$ cat config.mk
export PLATFORM = sky130hd
export DESIGN_NAME = pci_fifo_top
export DESIGN_NICKNAME = d
export VERILOG_FILES = /design/src/verilog/pci_fifo_pkg.sv /design/src/verilog/fifo_ctrl_if.sv /design/src/verilog/fifo_flags.sv /design/src/verilog/fifo_storage.sv /design/src/verilog/fifo_ctrl_regs.sv /design/src/verilog/pci_fifo_top.sv
export VERILOG_INCLUDE_DIRS = /design/src /design/src/include
export SDC_FILE = /design/constraint.sdc
export NUM_CORES = 1
export LEC_CHECK = 0
export ABC_AREA = 0
export BUFFER_PORTS_ARGS = -buffer_cell sky130_fd_sc_hd__buf_2
export CORE_ASPECT_RATIO = 0.9
export CORE_UTILIZATION = 35
export CTS_CLUSTER_SIZE = 40
export DETAILED_ROUTE_END_ITERATION = 7
export GPL_TIMING_DRIVEN = 0
export MAX_ROUTING_LAYER = met4
export SLEW_MARGIN = 5
export SYNTH_ARGS = -nofsm -noshare
export SYNTH_HDL_FRONTEND = slang
export SYNTH_SLANG_ARGS = --single-unit
export TNS_END_PERCENT = 30
$ cat constraint.sdc
create_clock -name write_clk -period 7.15 [get_ports write_clk]
set_clock_uncertainty 0.15 [all_clocks]
set_input_delay 1.43 -clock write_clk [delete_from_list [all_inputs] [get_ports write_clk]]
set_output_delay 1.43 -clock write_clk [all_outputs]
set_load 0.02 [all_outputs]
$ cat src/include/pci_fifo_config.svh
/*
  Host to PCI FIFO configuration
  Depth, pointer width and payload field widths shared by the FIFO channels
*/
`ifndef PCI_FIFO_CONFIG_SVH
`define PCI_FIFO_CONFIG_SVH

// Number of entries held by each channel
`define FIFO_DEPTH 7

// Pointer width that covers FIFO_DEPTH entries
`define FIFO_ADDR_W 3

// Payload field widths
`define DATA_W 32
`define BE_W 4
// Command on the request channel and status on the delayed read channel
`define CMD_W 3

`endif

$ cat src/verilog/pci_fifo_pkg.sv
/*
  Host to PCI FIFO types
  Payload layouts of the request and delayed read data channels and the
  flag mode of a channel
*/
`include "pci_fifo_config.svh"

package pci_fifo_pkg;

  // ==========================================================================
  // Channel payloads
  // ==========================================================================

  // Host request word of 39 bits
  // Byte enables are active high with bit 0 for the lowest byte of data
  typedef struct packed {
    logic [`DATA_W-1:0] data;
    logic [`BE_W-1:0]   byte_en;
    logic [`CMD_W-1:0]  command;
  } req_payload_t;

  // Delayed read data word of 35 bits
  typedef struct packed {
    logic [`DATA_W-1:0] data;
    logic [`CMD_W-1:0]  status;
  } dr_payload_t;

  // ==========================================================================
  // Flag modes
  // ==========================================================================

  // FLAG_WITH_DATA makes an entry visible the cycle after its push
  // DATA_BEFORE_FLAG holds the flag back one more cycle so the data has a
  // whole clock to settle before the reader can see it
  typedef enum logic {
    FLAG_WITH_DATA   = 1'b0,
    DATA_BEFORE_FLAG = 1'b1
  } fifo_mode_e;

endpackage

$ cat src/verilog/fifo_ctrl_if.sv
/*
  FIFO storage control
  Write and read port controls sent from a flag block to its storage
*/
`timescale 1ns/1ps
`include "pci_fifo_config.svh"

interface fifo_ctrl_if;
  // Write port strobe and the entry it lands in
  logic                    write_capture;
  logic [`FIFO_ADDR_W-1:0] write_address;
  // Head entry and the read port enable
  logic [`FIFO_ADDR_W-1:0] read_address;
  logic                    read_enable;

  // The flag block owns the pointers
  modport flags (
    output write_capture, write_address, read_address, read_enable
  );

  // The storage only follows them
  modport storage (
    input write_capture, write_address, read_address, read_enable
  );
endinterface

$ cat src/verilog/fifo_flags.sv
/*
  FIFO flag block
  Pointers, occupancy, the registered data available flag and the credit
  return pulse of one channel
*/
`timescale 1ns/1ps
`include "pci_fifo_config.svh"

module fifo_flags (
  input  logic                     write_clk,
  input  logic                     arst_n,
  input  logic                     push,
  input  logic                     remove,
  input  pci_fifo_pkg::fifo_mode_e mode,
  output logic                     available,
  output logic                     credit_return,
  output logic                     overflow,
  output logic                     underflow,
  fifo_ctrl_if.flags               ctrl
);
  // One extra bit so a full count of FIFO_DEPTH always fits
  localparam int cnt_w = `FIFO_ADDR_W + 1;
  localparam logic [`FIFO_ADDR_W-1:0] last_addr = `FIFO_ADDR_W'(`FIFO_DEPTH - 1);
  localparam logic [cnt_w-1:0] depth_count = cnt_w'(`FIFO_DEPTH);

  logic [`FIFO_ADDR_W-1:0] wr_ptr;
  logic [`FIFO_ADDR_W-1:0] rd_ptr;
  logic [cnt_w-1:0]        entry_count;
  logic [cnt_w-1:0]        vis_count;
  logic [cnt_w-1:0]        vis_count_next;
  logic                    full;
  logic                    push_ok;
  logic                    remove_ok;
  logic                    push_show;
  logic                    push_dly;
  logic [1:0]              flag_inc;

  // ==========================================================================
  // Accept and error detection
  // ==========================================================================

  // A push into a full FIFO is dropped
  assign full      = (entry_count == depth_count);
  assign push_ok   = push & ~full;
  assign overflow  = push & full;
  // The reader only ever sees the single available flop
  assign remove_ok = remove & available;
  assign underflow = remove & ~available;

  // Entries become visible now in FLAG_WITH_DATA mode or one edge later
  assign push_show = push_ok & (mode == pci_fifo_pkg::FLAG_WITH_DATA);
  // Two increments are possible only when the mode flips with a push still pending
  assign flag_inc       = 2'(push_show) + 2'(push_dly);
  assign vis_count_next = vis_count + cnt_w'(flag_inc) - cnt_w'(remove_ok);

  // Storage writes at the write pointer and shows the head entry
  assign ctrl.write_capture = push_ok;
  assign ctrl.write_address = wr_ptr;
  assign ctrl.read_address  = rd_ptr;
  // Read port runs whenever the next cycle has a visible entry
  assign ctrl.read_enable   = (vis_count_next != '0);

  // ==========================================================================
  // Pointers and counts
  // ==========================================================================

  always_ff @(posedge write_clk or negedge arst_n)
  begin
    if (!arst_n)
    begin
      wr_ptr      <= '0;
      rd_ptr      <= '0;
      entry_count <= '0;
      vis_count   <= '0;
      push_dly    <= 1'b0;
    end
    else
    begin
      if (push_ok)
      begin
        wr_ptr <= (wr_ptr == last_addr) ? '0 : wr_ptr + 1'b1;
      end
      if (remove_ok)
      begin
        rd_ptr <= (rd_ptr == last_addr) ? '0 : rd_ptr + 1'b1;
      end
      entry_count <= entry_count + cnt_w'(push_ok) - cnt_w'(remove_ok);
      vis_count   <= vis_count_next;
      // Delayed copy of the push for DATA_BEFORE_FLAG
      push_dly    <= push_ok & (mode == pci_fifo_pkg::DATA_BEFORE_FLAG);
    end
  end

  // Single flop flags seen by the reader and the writer's credit model
  always_ff @(posedge write_clk or negedge arst_n)
  begin
    if (!arst_n)
    begin
      available     <= 1'b0;
      credit_return <= 1'b0;
    end
    else
    begin
      available     <= (vis_count_next != '0);
      credit_return <= remove_ok;
    end
  end
endmodule

$ cat src/verilog/fifo_storage.sv
/*
  FIFO storage
  Flop array of one channel that is written on capture and read by a mux
*/
`timescale 1ns/1ps
`include "pci_fifo_config.svh"

module fifo_storage #(
  parameter type payload_t = logic [7:0]
) (
  input  logic         write_clk,
  input  payload_t     write_data,
  output payload_t     read_data,
  fifo_ctrl_if.storage ctrl
);
  payload_t entries [`FIFO_DEPTH];
  payload_t read_selected;
  logic     read_enable_q;

  // Only the addressed entry loads on a capture
  always_ff @(posedge write_clk)
  begin
    if (ctrl.write_capture)
    begin
      entries[ctrl.write_address] <= write_data;
    end
  end

  // Registered read enable in the style of a synchronous read port
  always_ff @(posedge write_clk)
  begin
    read_enable_q <= ctrl.read_enable;
  end

  // Head entry through the read mux
  assign read_selected = entries[ctrl.read_address];

  // Output is held at zero while nothing is visible
  // so stale entries never reach the reader
  assign read_data = read_enable_q ? read_selected : '0;
endmodule

$ cat src/verilog/fifo_ctrl_regs.sv
/*
  FIFO control registers
  Flag mode of each channel and the sticky overflow and underflow errors
*/
`timescale 1ns/1ps

module fifo_ctrl_regs (
  input  logic                     write_clk,
  input  logic                     arst_n,
  input  logic                     cfg_write,
  input  logic                     cfg_channel,
  input  pci_fifo_pkg::fifo_mode_e cfg_mode,
  input  logic                     err_clear,
  input  logic                     req_overflow,
  input  logic                     req_underflow,
  input  logic                     dr_overflow,
  input  logic                     dr_underflow,
  output pci_fifo_pkg::fifo_mode_e req_mode,
  output pci_fifo_pkg::fifo_mode_e dr_mode,
  output logic                     req_write_error,
  output logic                     req_read_error,
  output logic                     dr_write_error,
  output logic                     dr_read_error
);
  // Error bits in the order req write, req read, dr write, dr read
  logic [3:0] err_pulse;
  logic [3:0] err_q;

  // ==========================================================================
  // Mode registers
  // ==========================================================================

  // cfg_channel 0 is the request channel and 1 the delayed read channel
  always_ff @(posedge write_clk or negedge arst_n)
  begin
    if (!arst_n)
    begin
      req_mode <= pci_fifo_pkg::FLAG_WITH_DATA;
      dr_mode  <= pci_fifo_pkg::FLAG_WITH_DATA;
    end
    else if (cfg_write)
    begin
      if (cfg_channel)
        dr_mode <= cfg_mode;
      else
        req_mode <= cfg_mode;
    end
  end

  // ==========================================================================
  // Sticky errors
  // ==========================================================================

  assign err_pulse = {req_overflow, req_underflow, dr_overflow, dr_underflow};

  // A new error in the clearing cycle keeps its bit set
  always_ff @(posedge write_clk or negedge arst_n)
  begin
    if (!arst_n)
      err_q <= '0;
    else
      err_q <= err_pulse | (err_q & ~{4{err_clear}});
  end

  assign req_write_error = err_q[3];
  assign req_read_error  = err_q[2];
  assign dr_write_error  = err_q[1];
  assign dr_read_error   = err_q[0];
endmodule

$ cat src/verilog/pci_fifo_top.sv
/*
  Host to PCI FIFO pair
  Request and delayed read data channels with credit flow control and a
  shared block of mode and error registers
*/
`timescale 1ns/1ps
`include "pci_fifo_config.svh"

module pci_fifo_top (
  input  logic                                 write_clk,
  input  logic                                 arst_n,
  // Configuration and error clear
  input  logic                                 cfg_write,
  input  logic                                 cfg_channel,
  input  pci_fifo_pkg::fifo_mode_e             cfg_mode,
  input  logic                                 err_clear,
  // Request channel
  input  logic                                 req_push,
  input  logic [`DATA_W+`BE_W+`CMD_W-1:0]      req_data,
  output logic                                 req_credit_return,
  output logic                                 req_available,
  input  logic                                 req_remove,
  output logic [`DATA_W+`BE_W+`CMD_W-1:0]      req_rd_data,
  output logic                                 req_write_error,
  output logic                                 req_read_error,
  // Delayed read data channel
  input  logic                                 dr_push,
  input  logic [`DATA_W+`CMD_W-1:0]            dr_data,
  output logic                                 dr_credit_return,
  output logic                                 dr_available,
  input  logic                                 dr_remove,
  output logic [`DATA_W+`CMD_W-1:0]            dr_rd_data,
  output logic                                 dr_write_error,
  output logic                                 dr_read_error
);
  pci_fifo_pkg::fifo_mode_e req_mode;
  pci_fifo_pkg::fifo_mode_e dr_mode;
  logic                     req_overflow;
  logic                     req_underflow;
  logic                     dr_overflow;
  logic                     dr_underflow;

  fifo_ctrl_if req_ctrl ();
  fifo_ctrl_if dr_ctrl ();

  // ==========================================================================
  // Request channel
  // ==========================================================================

  fifo_flags req_flags (
    .write_clk     (write_clk),
    .arst_n        (arst_n),
    .push          (req_push),
    .remove        (req_remove),
    .mode          (req_mode),
    .available     (req_available),
    .credit_return (req_credit_return),
    .overflow      (req_overflow),
    .underflow     (req_underflow),
    .ctrl          (req_ctrl)
  );

  fifo_storage #(.payload_t(pci_fifo_pkg::req_payload_t)) req_storage (
    .write_clk  (write_clk),
    .write_data (req_data),
    .read_data  (req_rd_data),
    .ctrl       (req_ctrl)
  );

  // ==========================================================================
  // Delayed read data channel
  // ==========================================================================

  fifo_flags dr_flags (
    .write_clk     (write_clk),
    .arst_n        (arst_n),
    .push          (dr_push),
    .remove        (dr_remove),
    .mode          (dr_mode),
    .available     (dr_available),
    .credit_return (dr_credit_return),
    .overflow      (dr_overflow),
    .underflow     (dr_underflow),
    .ctrl          (dr_ctrl)
  );

  fifo_storage #(.payload_t(pci_fifo_pkg::dr_payload_t)) dr_storage (
    .write_clk  (write_clk),
    .write_data (dr_data),
    .read_data  (dr_rd_data),
    .ctrl       (dr_ctrl)
  );

  // Modes and sticky errors for both channels
  fifo_ctrl_regs ctrl_regs (
    .write_clk       (write_clk),
    .arst_n          (arst_n),
    .cfg_write       (cfg_write),
    .cfg_channel     (cfg_channel),
    .cfg_mode        (cfg_mode),
    .err_clear       (err_clear),
    .req_overflow    (req_overflow),
    .req_underflow   (req_underflow),
    .dr_overflow     (dr_overflow),
    .dr_underflow    (dr_underflow),
    .req_mode        (req_mode),
    .dr_mode         (dr_mode),
    .req_write_error (req_write_error),
    .req_read_error  (req_read_error),
    .dr_write_error  (dr_write_error),
    .dr_read_error   (dr_read_error)
  );
endmodule

== After elaboration in Yosys (flattened, before gate mapping) ==
Memory sizes are Yosys's and may differ from the RTL's.
Index checks and enable logic that the tools add are counted.
W data, S select, Z words.
Word-level totals
  register bits after elaboration: 42
  latch bits: 0
  memory bits (writable): 518
  ROM bits: 0
  input port bits: 84
  logic and storage cells: 77
  memories: 2
Cells by class
  $add $sub $neg: 14
  multipliers: 0
  divide/modulo/power cells: 0
  order comparisons: 0
  eq/ne operators: 6
  shifts and indexed selects: 0
  multiplexer cells: 10
  bitwise logic cells: 22
  reductions and logical operators: 4
Memory list
  req_storage.entries: depth 7, bits a word 39, rd ports 1, clocked after Yosys merged registers in 0, wr ports 1, line fifo_storage.sv:16  | payload_t entries [`FIFO_DEPTH];
  dr_storage.entries: depth 7, bits a word 35, rd ports 1, clocked after Yosys merged registers in 0, wr ports 1, line fifo_storage.sv:16
Operators with widths (count)
  $mux W39: 1
  $mux W35: 1
  $sub A4 B1 Y4: 4
  $add A3 B1 Y3 const B: 4
  $and A1 B1 Y1: 12
  $eq A3 B3 Y1 const B: 4
  $mux W3: 4
  $add A4 B1 Y4: 2
  $add A4 B2 Y4: 2
  $eq A4 B3 Y1 const B: 2
  $reduce_bool A4 Y1: 2
  $not A1 Y1: 7
  $add A1 B1 Y2: 2
  $and A4 B4 Y4: 1
  $mux W1: 4
  $not A4 Y4: 1
  $or A4 B4 Y4: 1
  $reduce_and A2 Y1: 2

== Longest topological paths before layout ==
  depth after elaboration: 8
  depth in mapped cells: 12
  gate-level depth less buffers: 12

== Modules after synthesis ==
Synthesis repeated with hierarchy kept, for this count alone.
Second synthesis, totals
  cell total of the unflattened synthesis: 1149
  area total of the unflattened synthesis: 21873.5 µm²
By module, submodules not included
  fifo_storage at req_storage: times used 1, cells an instance 513, area an instance 10462.5 µm², seq. area each 8217.9 µm²
  fifo_storage at dr_storage: times used 1, cells an instance 463, area an instance 9416.5 µm², seq. area each 7377.1 µm²
  fifo_flags: times used 2, cells an instance 79, area an instance 887.1 µm², seq. area each 425.4 µm²
  fifo_ctrl_regs: times used 1, cells an instance 15, area an instance 220.2 µm², seq. area each 150.1 µm²

== Least setup slack after synthesis ==
OpenSTA, ideal clock, no wires.
  path type: input-to-reg
  start: input port req_push
  end: memory req_storage.entries[0][0] in the netlist's numbering, enable pin
  arrival: 5.258 ns
  required time: 6.468 ns
  path slack: 1.210 ns
  stages: 2
  cells stage by stage: nand2_1 nor4_1
On the way
  word-level cells in the longest chain between the ends: 3
Ends and longest elaborated chain
  from (decl): line pci_fifo_top.sv:18  | input logic req_push,
  $and A1 B1 Y1: line fifo_flags.sv:44  | assign push_ok = push & ~full;
  $mux W1: line fifo_storage.sv:23  | if (ctrl.write_capture)
  $mux W1 (implied by the code): line fifo_storage.sv:25  | entries[ctrl.write_address] <= write_data;
  to (decl): line fifo_storage.sv:16
Every way passes these cells.

== Worst setup path after layout ==
  start: register req_flags.rd_ptr[2] (netlist: req_flags.ctrl.read_address[2])
  end: output port req_rd_data[33]
On the way
  word-level cells in the longest chain between the ends: 2
Ends and longest elaborated chain
  from (decl): line fifo_flags.sv:27  | logic [`FIFO_ADDR_W-1:0] rd_ptr;
  from (signal assigned): line fifo_flags.sv:85  | rd_ptr <= (rd_ptr == last_addr) ? '0 : rd_ptr + 1'b1;
  $mem_v2 Z7 W39
  $mux W39: line fifo_storage.sv:40  | assign read_data = read_enable_q ? read_selected : '0;
  to (decl): line pci_fifo_top.sv:23  | output logic [`DATA_W+`BE_W+`CMD_W-1:0] req_rd_data,
Every way passes these cells.

==> flow_summary.ini <==
[synthesis]
synth_cell_types = 37
synth_area_leaders = edfxtp_1 72%, mux4_2 7.7%, dfrtp_1 4.6%, mux2i_1 3.4%, a22o_1 3.0%
async_flop_share_pct = 7.14
synth_area_mm2 = 0.0217
synth.top_cells.by_count = 518 x edfxtp_1, 81 x nand2_1, 74 x a22o_1, 74 x mux2i_1, 74 x mux4_2
syn_area_per_cell_um2 = 19.0
synth_flop_cell = edfxtp_1
ys_ff_latch = 560
synth_top_area_share_pct = 71.7
yosys.area.top_type = edfxtp_1
syn_inst = 1141
yosysSeqAreaShare_pct = 76.5
syn_nets = 1247
yosysMostFrequentCell = edfxtp_1
synth_warnings = 0
synth-edff-count = 518

[drt]
drt-total-wl_um = 47700
firstDrtPassIters = 5
drc_errors = 0
num_vias = 11200
wl_per_cell_um = 21.2
drt-vias-per-instance = 4.97
drt_iter0_drc = 868
postRouteAntennaNets = 0

[pwr]
ir_drop_v = 0.000219
leakage_nw = 9.25
power_density_mw_per_mm2 = 435
finalPower_mw = 11.3

[hold_path]
min_path_type = reg2reg

[final_layout]
multi_input_comb_area_mm2 = 0.00472
regArea_mm2 = 0.0166
area_growth_pct = 20.2
fin_nets = 1511
fill_cells = 5359
drive_gt1_share_pct = 28.9
final_area_mm2 = 0.0261

[timing]
slew_headroom_pct = 35.1
setup_viol = 0
rsz0062_at_grt = false
timing.final.max_slew_violations = 0
layout_min_cycle_time_ns = 4.40
hold_viol = 0
setup-tns-final_ns = 0
max_freq_mhz = 227
worst_pin_slew_ns = 0.973
final.period_utilization_pct = 61.5

[cts]
root_buffer = clkbuf_16
clockBufferDepth = 3
insertion_delay_ns = 0.61
clk_pin_slew_ns = 0.06
clock_sinks = 560
cts_setup_buffers = 0
cts_resized = 0
cts_max_level = 2
cts_made_buffers = 58
cts_hold_buf = 0
cts_tree = built

[floorplan]
dieHeight_um = 238
core-area_mm2 = 0.0612
num_rows = 86
die_w_um = 264
ios = 166
initial_core_util_pct = 35.4
dieArea_mm2 = 0.0629

[run]
drv_cap = 0

[grt]
grt_pass1_wl_um = 71500
grt-ovfl-total = 0
antenna_found_initial = 7
grt_max_degree = 41
grt.total_usage_pct = 15.6
grt_pass1_vias = 11800

[critical_path]
crit_path_max_fanout = 10
startpoint = req_flags.ctrl.read_address[2]
worstSetupPathType = reg2out
r2r-end = dr_flags.available
crit_path_end = req_rd_data[33]
worst_ep_arrival_time_ns = 2.82
r2r_setup_slack_ns = 3.92
end_kind = primary output
regToRegStartpoint = dr_flags.entry_count[2]
startpoint_type = flip-flop
reg2reg_depth = 10
critPathRequiredTime_ns = 5.57

[place]
gp_congestion = 0.744
numPortBuffers = 165
hpwl_um = 31200
dpl-instance-area_mm2 = 0.0240

[outcome]
status = finished, final reports clean
[worst max-delay path: stages (launching register included)]
cell	delay (ns)
dfrtp_1	0.43
nor2b_1	0.35
clkbuf_1	0.55
buf_2	0.43
a22o_1	0.25
buf_2	0.19
[sequential cells by signal (all words and copies together), names as in the netlist, 4 cells and up]
| register | count |
|---|---|
| dr_flags.vis_count | 4 |
| req_flags.vis_count | 4 |
| dr_flags.entry_count | 4 |
| req_flags.entry_count | 4 |
| ctrl_regs.err_q | 4 |
| dr_storage.entries | 245 |
| req_storage.entries | 273 |
[cells in the final DEF, fill, tap and decap left out, types with 4 or more instances in the layout]
cell type,Yosys,layout
bufinv_16,0,9
buf_4,8,33
clkinv_1,0,8
o21ai_0,54,54
buf_2,13,178
a22o_1,74,74
nor3_2,0,4
fa_1,6,6
mux4_2,74,74
buf_6,6,9
nand3_1,5,5
edfxtp_1,518,518
mux2i_1,74,74
nand2_1,81,81
o21ai_1,24,24
o22ai_1,4,4
and2_1,6,4
nor2b_1,9,5
o211ai_1,4,4
a31oi_1,4,4
a21oi_1,10,10
buf_16,0,4
clkbuf_1,27,37
and3_1,4,4
clkbuf_16,0,59
buf_12,0,4
a21o_1,4,4
clkinv_2,0,10
dfrtp_1,40,40
xnor2_1,5,5
diode_2,0,7
inv_1,33,33
nor2b_4,0,4
buf_1,5,5
mux2_2,8,8
ha_1,16,16
[layer usage]
metal | global-route usage [%] | up-vias | routed length, um
li1 | - | 5095 | -
met1 | 18.8 | 5814 | 20200
met2 | 25.8 | 235 | 24000
met3 | 4.17 | 53 | 2740
met4 | 4.18 | 0 | 822
met5 | - | - | 0
[power by group]
| group | internal [mW] | leakage, nW | total, mW | switching, mW |
|---|---|---|---|---|
| Clock | 1.87 | 0.979 | 3.12 | 1.25 |
| Combinational | 1.54 | 3.06 | 3.89 | 2.35 |
| Sequential | 4.15 | 5.20 | 4.32 | 0.173 |
[how the worst min path moves through the flow]
| stage | depth (start not counted) | endpoint | slack [ns] | startpoint |
|---|---|---|---|---|
| finish | 1 | dr_flags.entry_count[0] | 0.36 | dr_flags.entry_count[0] |
| global route | 1 | req_flags.entry_count[0] | 0.41 | req_flags.entry_count[0] |
| detailed placement | 1 | dr_flags.entry_count[0] | 0.35 | dr_flags.entry_count[0] |
| floorplan | 1 | dr_flags.entry_count[0] | 0.33 | dr_flags.entry_count[0] |
| CTS | 1 | dr_flags.entry_count[0] | 0.36 | dr_flags.entry_count[0] |
| global placement | 1 | dr_flags.entry_count[0] | 0.34 | dr_flags.entry_count[0] |
[cell type report]
| cell class | count | share of cell area (%) |
|---|---|---|
| clock inverter | 35 | 1.74 |
| timing repair buffer | 204 | 4.92 |
| antenna | 7 | 0.0672 |
| sequential | 560 | 63.7 |
| multi-input combinational | 488 | 18.1 |
| inverter | 33 | 0.475 |
| tap | 792 | 3.80 |
| clock buffer | 72 | 5.97 |
| buffer | 60 | 1.22 |
[metrics by stage]
stage / hold WS (ns) / setup slack [ns] / utilization (%) / std cells
after CTS: 0.361 / 2.74 / 42.5 / 2244
after floorplan: 0.329 / 1.21 / - / 1141
after global placement: 0.339 / -3.20 / 38.4 / 2098
after detailed placement: 0.347 / 3.14 / 39.3 / 2137
after global routing: 0.409 / 2.63 / 42.6 / 2251
final: 0.357 / 2.75 / 42.6 / 2251
[cell families after synthesis]
| family | after synthesis | share of synthesized area, % |
|---|---|---|
| flip-flops | 560 | 76.5 |
| AO/OA/AOI/OAI | 178 | 5.53 |
| multiplexers | 156 | 11.5 |
| AND/OR/NAND/NOR | 124 | 2.57 |
| buffers and inverters | 93 | 2.04 |
| adder cells (fa/ha/maj) | 22 | 1.48 |
| XOR/XNOR | 8 | 0.323 |
No activity file was read; power rests on OpenSTA's default activity.
